<file path="src/rtl/be_config.svh">
`ifndef BE_CONFIG_SVH
`define BE_CONFIG_SVH

// data path width in bits
`define BE_WORD_W 32

// architectural registers with r0 hardwired to zero
`define BE_NUM_ARCH_REG 8

// reorder buffer depth as a power of two so tags wrap naturally
`define BE_ROB_ENTRY 8

// multiply lane depth of at least 2
`define BE_MUL_LAT 3

`endif

</file>
<file path="src/rtl/be_pkg.sv">
`include "be_config.svh"

package be_pkg;

  // op encoding shared by decode and the execute lanes
  typedef enum logic [1:0]
  {
    OP_ADD = 2'd0,
    OP_SUB = 2'd1,
    OP_XOR = 2'd2,
    OP_MUL = 2'd3
  } op_e;

  typedef logic [$clog2(`BE_NUM_ARCH_REG)-1:0] arch_reg_t;
  typedef logic [$clog2(`BE_ROB_ENTRY)-1:0]    rob_tag_t;

  // register form with two register sources
  typedef struct packed {
    op_e       op;
    arch_reg_t rd;
    arch_reg_t rs1;
    arch_reg_t rs2;
    logic [4:0] pad;
  } reg_form_t;

  // immediate form whose imm is sign extended to a word
  typedef struct packed {
    op_e        op;
    arch_reg_t  rd;
    arch_reg_t  rs1;
    logic [7:0] imm;
  } imm_form_t;

  // decoded word whose view is picked by the separate is_imm bit
  typedef union packed {
    reg_form_t reg_form;
    imm_form_t imm_form;
  } instr_u;

endpackage

</file>
<file path="src/rtl/be_top.sv">
`include "be_config.svh"

module be_top
( input  logic                   clk_i
, input  logic                   rst_n_i
, input  be_pkg::instr_u         instr_i
, input  logic                   instr_imm_i
, input  logic                   instr_v_i
, output logic                   instr_ready_o
, output logic                   commit_v_o
, output be_pkg::arch_reg_t      commit_rd_o
, output logic [`BE_WORD_W-1:0]  commit_data_o
);

  // rename <-> rob allocation
  logic                  alloc_v;
  be_pkg::arch_reg_t     alloc_rd;
  logic                  alloc_ready;
  be_pkg::rob_tag_t      alloc_tag;

  // rename -> execute
  logic                  dispatch_v;
  be_pkg::op_e           dispatch_op;
  be_pkg::rob_tag_t      dispatch_tag;
  logic [`BE_WORD_W-1:0] dispatch_a;
  logic [`BE_WORD_W-1:0] dispatch_b;

  // operand reads from commit and rob
  be_pkg::arch_reg_t     rs1_addr;
  be_pkg::arch_reg_t     rs2_addr;
  logic [`BE_WORD_W-1:0] rs1_data;
  logic [`BE_WORD_W-1:0] rs2_data;
  be_pkg::rob_tag_t      fwd1_tag;
  be_pkg::rob_tag_t      fwd2_tag;
  logic                  fwd1_done;
  logic                  fwd2_done;
  logic [`BE_WORD_W-1:0] fwd1_data;
  logic [`BE_WORD_W-1:0] fwd2_data;

  // writeback lanes
  logic                  alu_wb_v;
  be_pkg::rob_tag_t      alu_wb_tag;
  logic [`BE_WORD_W-1:0] alu_wb_data;
  logic                  mul_wb_v;
  be_pkg::rob_tag_t      mul_wb_tag;
  logic [`BE_WORD_W-1:0] mul_wb_data;

  // retirement as seen by commit and the alias table
  logic                  retire_v;
  be_pkg::arch_reg_t     retire_rd;
  logic [`BE_WORD_W-1:0] retire_data;
  be_pkg::rob_tag_t      retire_tag;

  rename_stage u_rename
  ( .clk_i          (clk_i)
  , .rst_n_i        (rst_n_i)
  , .instr_i        (instr_i)
  , .instr_imm_i    (instr_imm_i)
  , .instr_v_i      (instr_v_i)
  , .instr_ready_o  (instr_ready_o)
  , .alloc_ready_i  (alloc_ready)
  , .alloc_tag_i    (alloc_tag)
  , .alloc_v_o      (alloc_v)
  , .alloc_rd_o     (alloc_rd)
  , .rs1_addr_o     (rs1_addr)
  , .rs2_addr_o     (rs2_addr)
  , .rs1_data_i     (rs1_data)
  , .rs2_data_i     (rs2_data)
  , .fwd1_tag_o     (fwd1_tag)
  , .fwd2_tag_o     (fwd2_tag)
  , .fwd1_done_i    (fwd1_done)
  , .fwd1_data_i    (fwd1_data)
  , .fwd2_done_i    (fwd2_done)
  , .fwd2_data_i    (fwd2_data)
  , .retire_v_i     (retire_v)
  , .retire_rd_i    (retire_rd)
  , .retire_tag_i   (retire_tag)
  , .dispatch_v_o   (dispatch_v)
  , .dispatch_op_o  (dispatch_op)
  , .dispatch_tag_o (dispatch_tag)
  , .dispatch_a_o   (dispatch_a)
  , .dispatch_b_o   (dispatch_b)
  );

  execute_stage u_execute
  ( .clk_i          (clk_i)
  , .rst_n_i        (rst_n_i)
  , .dispatch_v_i   (dispatch_v)
  , .dispatch_op_i  (dispatch_op)
  , .dispatch_tag_i (dispatch_tag)
  , .dispatch_a_i   (dispatch_a)
  , .dispatch_b_i   (dispatch_b)
  , .alu_wb_v_o     (alu_wb_v)
  , .alu_wb_tag_o   (alu_wb_tag)
  , .alu_wb_data_o  (alu_wb_data)
  , .mul_wb_v_o     (mul_wb_v)
  , .mul_wb_tag_o   (mul_wb_tag)
  , .mul_wb_data_o  (mul_wb_data)
  );

  reorder_buffer u_rob
  ( .clk_i          (clk_i)
  , .rst_n_i        (rst_n_i)
  , .alloc_v_i      (alloc_v)
  , .alloc_rd_i     (alloc_rd)
  , .alloc_ready_o  (alloc_ready)
  , .alloc_tag_o    (alloc_tag)
  , .alu_wb_v_i     (alu_wb_v)
  , .alu_wb_tag_i   (alu_wb_tag)
  , .alu_wb_data_i  (alu_wb_data)
  , .mul_wb_v_i     (mul_wb_v)
  , .mul_wb_tag_i   (mul_wb_tag)
  , .mul_wb_data_i  (mul_wb_data)
  , .fwd1_tag_i     (fwd1_tag)
  , .fwd2_tag_i     (fwd2_tag)
  , .fwd1_done_o    (fwd1_done)
  , .fwd1_data_o    (fwd1_data)
  , .fwd2_done_o    (fwd2_done)
  , .fwd2_data_o    (fwd2_data)
  , .retire_v_o     (retire_v)
  , .retire_rd_o    (retire_rd)
  , .retire_data_o  (retire_data)
  , .retire_tag_o   (retire_tag)
  );

  commit_stage u_commit
  ( .clk_i          (clk_i)
  , .rst_n_i        (rst_n_i)
  , .retire_v_i     (retire_v)
  , .retire_rd_i    (retire_rd)
  , .retire_data_i  (retire_data)
  , .rs1_addr_i     (rs1_addr)
  , .rs2_addr_i     (rs2_addr)
  , .rs1_data_o     (rs1_data)
  , .rs2_data_o     (rs2_data)
  , .commit_v_o     (commit_v_o)
  , .commit_rd_o    (commit_rd_o)
  , .commit_data_o  (commit_data_o)
  );

endmodule

</file>
<file path="src/rtl/commit_stage.sv">
`include "be_config.svh"

module commit_stage
( input  logic                   clk_i
, input  logic                   rst_n_i
, input  logic                   retire_v_i
, input  be_pkg::arch_reg_t      retire_rd_i
, input  logic [`BE_WORD_W-1:0]  retire_data_i
, input  be_pkg::arch_reg_t      rs1_addr_i
, input  be_pkg::arch_reg_t      rs2_addr_i
, output logic [`BE_WORD_W-1:0]  rs1_data_o
, output logic [`BE_WORD_W-1:0]  rs2_data_o
, output logic                   commit_v_o
, output be_pkg::arch_reg_t      commit_rd_o
, output logic [`BE_WORD_W-1:0]  commit_data_o
);

  // committed architectural state
  logic [`BE_WORD_W-1:0] rf_q [`BE_NUM_ARCH_REG];

  // r0 always reads zero
  assign rs1_data_o = (rs1_addr_i == '0) ? '0 : rf_q[rs1_addr_i];
  assign rs2_data_o = (rs2_addr_i == '0) ? '0 : rf_q[rs2_addr_i];

  always_ff @(posedge clk_i or negedge rst_n_i)
  begin
    if (!rst_n_i)
    begin
      for (int i = 0; i < `BE_NUM_ARCH_REG; i++)
      begin
        rf_q[i] <= '0;
      end
      commit_v_o <= 1'b0;
    end
    else
    begin
      if (retire_v_i && (retire_rd_i != '0))
      begin
        rf_q[retire_rd_i] <= retire_data_i;
      end
      commit_v_o <= retire_v_i;
    end
  end

  // retirement report one cycle behind the rob head
  always_ff @(posedge clk_i)
  begin
    commit_rd_o   <= retire_rd_i;
    commit_data_o <= retire_data_i;
  end

  a_commit_v_known: assert property (@(posedge clk_i) disable iff (!rst_n_i)
    !$isunknown(commit_v_o));

endmodule

</file>
<file path="src/rtl/execute_stage.sv">
`include "be_config.svh"

module execute_stage
( input  logic                   clk_i
, input  logic                   rst_n_i
, input  logic                   dispatch_v_i
, input  be_pkg::op_e            dispatch_op_i
, input  be_pkg::rob_tag_t       dispatch_tag_i
, input  logic [`BE_WORD_W-1:0]  dispatch_a_i
, input  logic [`BE_WORD_W-1:0]  dispatch_b_i
, output logic                   alu_wb_v_o
, output be_pkg::rob_tag_t       alu_wb_tag_o
, output logic [`BE_WORD_W-1:0]  alu_wb_data_o
, output logic                   mul_wb_v_o
, output be_pkg::rob_tag_t       mul_wb_tag_o
, output logic [`BE_WORD_W-1:0]  mul_wb_data_o
);

  localparam int unsigned LAT = `BE_MUL_LAT;

  logic                  is_mul;
  logic [`BE_WORD_W-1:0] alu_res;
  logic [`BE_WORD_W-1:0] mul_lo;

  logic                  alu_v_q;
  be_pkg::rob_tag_t      alu_tag_q;
  logic [`BE_WORD_W-1:0] alu_data_q;

  // multiply shift pipeline with the product formed in the first stage
  logic [LAT-1:0]        mul_v_q;
  be_pkg::rob_tag_t      mul_tag_q [LAT];
  logic [`BE_WORD_W-1:0] mul_data_q [LAT];

  assign is_mul = (dispatch_op_i == be_pkg::OP_MUL);
  // only the low word is kept
  assign mul_lo = dispatch_a_i * dispatch_b_i;

  always_comb
  begin
    case (dispatch_op_i)
      be_pkg::OP_ADD: alu_res = dispatch_a_i + dispatch_b_i;
      be_pkg::OP_SUB: alu_res = dispatch_a_i - dispatch_b_i;
      be_pkg::OP_XOR: alu_res = dispatch_a_i ^ dispatch_b_i;
      default:        alu_res = '0;
    endcase
  end

  always_ff @(posedge clk_i or negedge rst_n_i)
  begin
    if (!rst_n_i)
    begin
      alu_v_q <= 1'b0;
      mul_v_q <= '0;
    end
    else
    begin
      alu_v_q <= dispatch_v_i && !is_mul;
      mul_v_q <= {mul_v_q[LAT-2:0], dispatch_v_i && is_mul};
    end
  end

  always_ff @(posedge clk_i)
  begin
    alu_tag_q     <= dispatch_tag_i;
    alu_data_q    <= alu_res;
    mul_tag_q[0]  <= dispatch_tag_i;
    mul_data_q[0] <= mul_lo;
    for (int i = 1; i < LAT; i++)
    begin
      mul_tag_q[i]  <= mul_tag_q[i-1];
      mul_data_q[i] <= mul_data_q[i-1];
    end
  end

  assign alu_wb_v_o    = alu_v_q;
  assign alu_wb_tag_o  = alu_tag_q;
  assign alu_wb_data_o = alu_data_q;
  assign mul_wb_v_o    = mul_v_q[LAT-1];
  assign mul_wb_tag_o  = mul_tag_q[LAT-1];
  assign mul_wb_data_o = mul_data_q[LAT-1];

  // lanes may collide in time but never on the same rob entry
  a_wb_tags_differ: assert property (@(posedge clk_i) disable iff (!rst_n_i)
    (alu_wb_v_o && mul_wb_v_o) |-> (alu_wb_tag_o != mul_wb_tag_o));

endmodule

</file>
<file path="src/rtl/rename_stage.sv">
`include "be_config.svh"

module rename_stage
( input  logic                   clk_i
, input  logic                   rst_n_i
, input  be_pkg::instr_u         instr_i
, input  logic                   instr_imm_i
, input  logic                   instr_v_i
, output logic                   instr_ready_o
, input  logic                   alloc_ready_i
, input  be_pkg::rob_tag_t       alloc_tag_i
, output logic                   alloc_v_o
, output be_pkg::arch_reg_t      alloc_rd_o
, output be_pkg::arch_reg_t      rs1_addr_o
, output be_pkg::arch_reg_t      rs2_addr_o
, input  logic [`BE_WORD_W-1:0]  rs1_data_i
, input  logic [`BE_WORD_W-1:0]  rs2_data_i
, output be_pkg::rob_tag_t       fwd1_tag_o
, output be_pkg::rob_tag_t       fwd2_tag_o
, input  logic                   fwd1_done_i
, input  logic [`BE_WORD_W-1:0]  fwd1_data_i
, input  logic                   fwd2_done_i
, input  logic [`BE_WORD_W-1:0]  fwd2_data_i
, input  logic                   retire_v_i
, input  be_pkg::arch_reg_t      retire_rd_i
, input  be_pkg::rob_tag_t       retire_tag_i
, output logic                   dispatch_v_o
, output be_pkg::op_e            dispatch_op_o
, output be_pkg::rob_tag_t       dispatch_tag_o
, output logic [`BE_WORD_W-1:0]  dispatch_a_o
, output logic [`BE_WORD_W-1:0]  dispatch_b_o
);

  // alias table with one busy bit and pending tag per register
  logic [`BE_NUM_ARCH_REG-1:0] busy_q;
  be_pkg::rob_tag_t            tag_q [`BE_NUM_ARCH_REG];

  be_pkg::arch_reg_t     rd;
  be_pkg::arch_reg_t     rs1;
  be_pkg::arch_reg_t     rs2;
  logic [`BE_WORD_W-1:0] imm_ext;
  logic                  src1_ok;
  logic                  src2_ok;
  logic                  accept;

  // rd and rs1 sit at the same bits in both views
  assign rd      = instr_i.reg_form.rd;
  assign rs1     = instr_i.reg_form.rs1;
  assign rs2     = instr_i.reg_form.rs2;
  assign imm_ext = {{(`BE_WORD_W-8){instr_i.imm_form.imm[7]}}, instr_i.imm_form.imm};

  assign rs1_addr_o = rs1;
  assign rs2_addr_o = rs2;
  assign fwd1_tag_o = tag_q[rs1];
  assign fwd2_tag_o = tag_q[rs2];

  // source usable from the file, or from a finished rob entry
  assign src1_ok = !busy_q[rs1] || fwd1_done_i;
  assign src2_ok = instr_imm_i || !busy_q[rs2] || fwd2_done_i;

  assign instr_ready_o = alloc_ready_i && src1_ok && src2_ok;
  assign accept        = instr_v_i && instr_ready_o;

  assign alloc_v_o      = accept;
  assign alloc_rd_o     = rd;
  assign dispatch_v_o   = accept;
  assign dispatch_op_o  = instr_i.reg_form.op;
  assign dispatch_tag_o = alloc_tag_i;
  assign dispatch_a_o   = busy_q[rs1] ? fwd1_data_i : rs1_data_i;
  assign dispatch_b_o   = instr_imm_i ? imm_ext :
                          (busy_q[rs2] ? fwd2_data_i : rs2_data_i);

  always_ff @(posedge clk_i or negedge rst_n_i)
  begin
    if (!rst_n_i)
    begin
      busy_q <= '0;
    end
    else
    begin
      // retirement frees the mapping only if no newer writer took it
      if (retire_v_i && (tag_q[retire_rd_i] == retire_tag_i))
      begin
        busy_q[retire_rd_i] <= 1'b0;
      end
      // new mapping wins over a same cycle clear
      if (accept && (rd != '0))
      begin
        busy_q[rd] <= 1'b1;
      end
    end
  end

  always_ff @(posedge clk_i)
  begin
    if (accept && (rd != '0))
    begin
      tag_q[rd] <= alloc_tag_i;
    end
  end

  // a retiring writer still holds its register busy
  a_retire_rd_busy: assert property (@(posedge clk_i) disable iff (!rst_n_i)
    (retire_v_i && (retire_rd_i != '0)) |-> busy_q[retire_rd_i]);

endmodule

</file>
<file path="src/rtl/reorder_buffer.sv">
`include "be_config.svh"

module reorder_buffer
( input  logic                   clk_i
, input  logic                   rst_n_i
, input  logic                   alloc_v_i
, input  be_pkg::arch_reg_t      alloc_rd_i
, output logic                   alloc_ready_o
, output be_pkg::rob_tag_t       alloc_tag_o
, input  logic                   alu_wb_v_i
, input  be_pkg::rob_tag_t       alu_wb_tag_i
, input  logic [`BE_WORD_W-1:0]  alu_wb_data_i
, input  logic                   mul_wb_v_i
, input  be_pkg::rob_tag_t       mul_wb_tag_i
, input  logic [`BE_WORD_W-1:0]  mul_wb_data_i
, input  be_pkg::rob_tag_t       fwd1_tag_i
, input  be_pkg::rob_tag_t       fwd2_tag_i
, output logic                   fwd1_done_o
, output logic [`BE_WORD_W-1:0]  fwd1_data_o
, output logic                   fwd2_done_o
, output logic [`BE_WORD_W-1:0]  fwd2_data_o
, output logic                   retire_v_o
, output be_pkg::arch_reg_t      retire_rd_o
, output logic [`BE_WORD_W-1:0]  retire_data_o
, output be_pkg::rob_tag_t       retire_tag_o
);

  localparam int unsigned CNT_W = $clog2(`BE_ROB_ENTRY) + 1;

  be_pkg::rob_tag_t        head_q;
  be_pkg::rob_tag_t        tail_q;
  logic [CNT_W-1:0]        count_q;
  logic [`BE_ROB_ENTRY-1:0] done_q;
  be_pkg::arch_reg_t       rd_q [`BE_ROB_ENTRY];
  logic [`BE_WORD_W-1:0]   data_q [`BE_ROB_ENTRY];

  logic alloc;
  logic retire;

  // {done, data} of an entry including any writeback landing this cycle
  function automatic logic [`BE_WORD_W:0] lookup(be_pkg::rob_tag_t tag);
    logic [`BE_WORD_W:0] res;
    res = {done_q[tag], data_q[tag]};
    if (mul_wb_v_i && (mul_wb_tag_i == tag))
    begin
      res = {1'b1, mul_wb_data_i};
    end
    if (alu_wb_v_i && (alu_wb_tag_i == tag))
    begin
      res = {1'b1, alu_wb_data_i};
    end
    return res;
  endfunction

  // tag lies between head and tail
  function automatic logic in_use(be_pkg::rob_tag_t tag);
    be_pkg::rob_tag_t off;
    off = tag - head_q;
    return CNT_W'(off) < count_q;
  endfunction

  assign alloc_ready_o = (count_q != CNT_W'(`BE_ROB_ENTRY));
  assign alloc_tag_o   = tail_q;
  assign alloc         = alloc_v_i && alloc_ready_o;

  assign retire_v_o    = (count_q != '0) && done_q[head_q];
  assign retire_rd_o   = rd_q[head_q];
  assign retire_data_o = data_q[head_q];
  assign retire_tag_o  = head_q;
  assign retire        = retire_v_o;

  always_comb
  begin
    {fwd1_done_o, fwd1_data_o} = lookup(fwd1_tag_i);
    {fwd2_done_o, fwd2_data_o} = lookup(fwd2_tag_i);
  end

  always_ff @(posedge clk_i or negedge rst_n_i)
  begin
    if (!rst_n_i)
    begin
      head_q  <= '0;
      tail_q  <= '0;
      count_q <= '0;
      done_q  <= '0;
    end
    else
    begin
      if (alloc)
      begin
        tail_q         <= tail_q + 1'b1;
        done_q[tail_q] <= 1'b0;
      end
      if (alu_wb_v_i)
      begin
        done_q[alu_wb_tag_i] <= 1'b1;
      end
      if (mul_wb_v_i)
      begin
        done_q[mul_wb_tag_i] <= 1'b1;
      end
      if (retire)
      begin
        head_q <= head_q + 1'b1;
      end
      count_q <= count_q + CNT_W'(alloc) - CNT_W'(retire);
    end
  end

  always_ff @(posedge clk_i)
  begin
    if (alloc)
    begin
      rd_q[tail_q] <= alloc_rd_i;
    end
    if (alu_wb_v_i)
    begin
      data_q[alu_wb_tag_i] <= alu_wb_data_i;
    end
    if (mul_wb_v_i)
    begin
      data_q[mul_wb_tag_i] <= mul_wb_data_i;
    end
  end

  a_no_alloc_full: assert property (@(posedge clk_i) disable iff (!rst_n_i)
    alloc_v_i |-> alloc_ready_o);

  a_alu_wb_live: assert property (@(posedge clk_i) disable iff (!rst_n_i)
    alu_wb_v_i |-> in_use(alu_wb_tag_i));

  a_mul_wb_live: assert property (@(posedge clk_i) disable iff (!rst_n_i)
    mul_wb_v_i |-> in_use(mul_wb_tag_i));

endmodule

</file>
<file path="config.mk">
export PLATFORM = sky130hd
export DESIGN_NAME = be_top
export DESIGN_NICKNAME = d
export VERILOG_FILES = /design/src/rtl/be_pkg.sv /design/src/rtl/be_top.sv /design/src/rtl/commit_stage.sv /design/src/rtl/execute_stage.sv /design/src/rtl/rename_stage.sv /design/src/rtl/reorder_buffer.sv
export VERILOG_INCLUDE_DIRS = /design/src /design/src/rtl
export SDC_FILE = /design/constraint.sdc
export NUM_CORES = 2
export LEC_CHECK = 0
export BUFFER_PORTS_ARGS = -buffer_cell sky130_fd_sc_hd__buf_2
export CAP_MARGIN = 25
export CORE_MARGIN = 2
export CORE_UTILIZATION = 46
export CTS_CLUSTER_DIAMETER = 150
export DETAILED_ROUTE_END_ITERATION = 8
export GPL_TIMING_DRIVEN = 0
export SLEW_MARGIN = 10
export SYNTH_ARGS = -nofsm -noshare
export SYNTH_HDL_FRONTEND = slang
export SYNTH_SLANG_ARGS = --single-unit
</file>
<file path="constraint.sdc">
create_clock -name clk_i -period 17.63 [get_ports clk_i]
set_input_delay 2.6445 -clock clk_i [delete_from_list [all_inputs] [get_ports clk_i]]
set_output_delay 2.6445 -clock clk_i [all_outputs]
set_load 0.02 [all_outputs]
</file>
==> results.sh <==
export IMPL_worstMarginPinSlew_ps=1210
export IMPL_setup_viol=0
export IMPL_cts_sinks=731
export IMPL_synth_edf_count=304
export IMPL_vias=45719
export IMPL_outcome="completed"
export IMPL_drv_cap=0
export IMPL_finish_utilization_pct=51.8
export IMPL_cts_root_buf="clkbuf_16"
export IMPL_antenna_left=0
export IMPL_synth_cell_types=109
export IMPL_drive_above_1_share_pct=18.0
export IMPL_grt_first_pass_wirelength_um=336000
export IMPL_num_io_pins=57
export IMPL_antenna_found_initial=11
export IMPL_clk_pin_slew_ps=60
export IMPL_min_to="u_execute.mul_data_q[0][95]"
export IMPL_syn_cell_area_sq_mm=0.0566
export IMPL_routed_wl_um=237000
export IMPL_hpwlAfterDp_um=183000
export IMPL_finalCritPeriodShare_pct=89.7
export IMPL_crit_path_end_kind="flop"
export IMPL_drv_slew=0
export IMPL_yosys_register_bits=731
export IMPL_cts_inserted_buffers=87
export IMPL_htree_levels=3
export IMPL_synth_top_area_share_pct=16.1
export IMPL_post_route_min_period_ps=15820
export IMPL_synth_async_reset_ratio_pct=34.9
export IMPL_area_growth_pct=11.6
export IMPL_overflow=0
export IMPL_min_path_cells=0
export IMPL_crit_fanout=10
export IMPL_die_area_sq_mm=0.126
export IMPL_cp_common_cell="fa_1"
export IMPL_syn_area_per_cell_sq_um=10.6
export IMPL_grt_max_degree=107
export IMPL_nets=6169
export IMPL_viasPerCell=6.29
export IMPL_slowest_stage="clkbuf_1"
export IMPL_min_from="u_execute.mul_data_q[0][63]"
export IMPL_hold_violations=0
export IMPL_slew_limit_headroom_pct=18.0
export IMPL_cts_buffer_depth=3
export IMPL_yosys_area_top_type="edfxtp_1"
export IMPL_wl_per_cell_um=32.6
export IMPL_setup_tns_ps=0
export IMPL_initial_core_util_pct=46.4
export IMPL_r2r_slack_ps=3820
export IMPL_place_congestion=1.03
export IMPL_nFillCells=11087
export IMPL_critPathLaunchType="input pin"
export IMPL_synth_seq_area_share_pct=33.5
export IMPL_required_ps=18210
export IMPL_synthFlopType="edfxtp_1"
export IMPL_cp_startpoint="instr_i[9]"
export IMPL_cts_resized=0
export IMPL_rr_endpoint="u_execute.mul_data_q[0][31]"
export IMPL_die_y_um=355
export IMPL_rsz0062_at_grt="false"
export IMPL_critical_path_class="in2reg"
export IMPL_r2r_start="u_rename.tag_q[4][1]"
export IMPL_max_freq_mhz=63.2
export IMPL_first_iter_violations=6400
export IMPL_ctsHoldBuffers=0
export IMPL_synth_top_cells_by_area="edfxtp_1, fa_1, dfrtp_1"
export IMPL_syn_inst=5348
export IMPL_yosysWarningCount=0
export IMPL_r2r_cells=37
export IMPL_dr_pass1_iters=6
export IMPL_min_delay_path_class="reg2reg"
export IMPL_core_sq_mm=0.122
export IMPL_crit_arrival_ps=16400
export IMPL_drc=0
export IMPL_rows=128
export IMPL_fin_skew_ps=64.8
export IMPL_clk_insertion_delay_late_ps=760
export IMPL_cts_tree="done"
export IMPL_grt_pass1_vias=45130
export IMPL_io_buffers=53
export IMPL_die_w_um=355
export IMPL_slowest_delay_ps=960
export IMPL_gr_usage_all_layers_pct=37.6
export IMPL_dp_cells=7086
export IMPL_stdcell_count=7267
export IMPL_post_cts_buffers=0
## registers in the layout, summed over array words and instances, names as in the netlist, 4 cells and up
register                 count
u_rob.count_q                4
u_execute.mul_tag_q          7
u_commit.rf_q              224
u_rob.rd_q                  24
u_rename.tag_q              24
u_rename.busy_q              8
u_rob.data_q               256
u_execute.alu_wb_data_o     32
u_rob.done_q                 8
u_commit.commit_data_o      32
u_execute.mul_data_q        96
## layout make-up
type                            instances  area [sq um]  area share, %
Antenna cell                            8          20.0         0.0317
Buffer                                401          1960           3.11
Clock buffer                          117          2510           3.97
Clock inverter                         46           564          0.893
Inverter                              532          2000           3.16
Multi-Input combinational cell       3686         33900           53.7
Sequential cell                       731         19000           30.0
Tap cell                             1625          2030           3.22
Timing Repair Buffer                  121          1230           1.95
## metal layers
metal / GRT usage [%] / vias up / wire length, um / share of wire (%)
met3: 12.8 / 658 / 30700 / 13
met5: 0 / - / 99 / 0.042
li1: - / 18790 / - / -
met1: 51.6 / 23074 / 95400 / 40
met4: 19.6 / 10 / 14700 / 6.2
met2: 52.4 / 3187 / 96100 / 41
## worst max path at each step
stage / slack [ps] / to
5_1_grt: 1780 / u_execute.mul_data_q[0][31]
3_3_place_gp: 1530 / u_execute.mul_data_q[0][31]
6_report: 1810 / u_execute.mul_data_q[0][31]
4_1_cts: 2480 / u_execute.mul_data_q[0][31]
2_1_floorplan: 6210 / u_execute.mul_data_q[0][31]
3_5_place_dp: 1780 / u_execute.mul_data_q[0][31]
## layout by cell type (no fill, tap or decap), drive strengths merged, types with 272 or more instances in the layout
master and n:
nor2 546, inv 537, nand2 474, fa 410, clkbuf 367, mux2 352
o21ai 319, edfxtp 304, mux2i 299, buf 272
## synthesized netlist by cell type (all sizes together) (172+ instances only)
| cell type | number |
|---|---|
| clkbuf | 249 |
| dfrtp | 255 |
| dfxtp | 172 |
| edfxtp | 304 |
| fa | 410 |
| ha | 179 |
| inv | 529 |
| mux2 | 352 |
| mux2i | 299 |
| nand2 | 474 |
| nor2 | 546 |
| o21ai | 319 |
## critical path, delay by kind of cell
family	cells	cell delay, ps
AOI/OAI and AO/OA	11	3550
xor gates and xnor gates	1	160
adders and majority gates	9	3840
buffers and inverters	11	4780
muxes	1	600
and+or+nand+nor	4	760
## through the flow
stage	hold WS (ps)	setup slack, ps	instance area (sq um)
after global routing	305	1780	63200
after floorplan	310	6210	56600
after CTS	290	2480	63000
after global placement	309	1530	58900
final	299	1810	63200
after detailed placement	312	1780	60000
## cell families (layout without fill, tap and decap cells)
kind of cell    after synthesis  after routing  synth area share (%)
fa+ha+maj                   589            589                  18.5
xor+xnor                    172            172                  2.83
compound gates              829            829                  9.51
mux                         821            821                  19.1
simple gates               1272           1272                  9.60
other cells                   1             11               0.00663
buf+inv                     933           1217                  6.99
flops                       731            731                  33.5
Power is not shown: default switching activity piles up to over one toggle a cycle in this logic, so the estimate is an artifact.
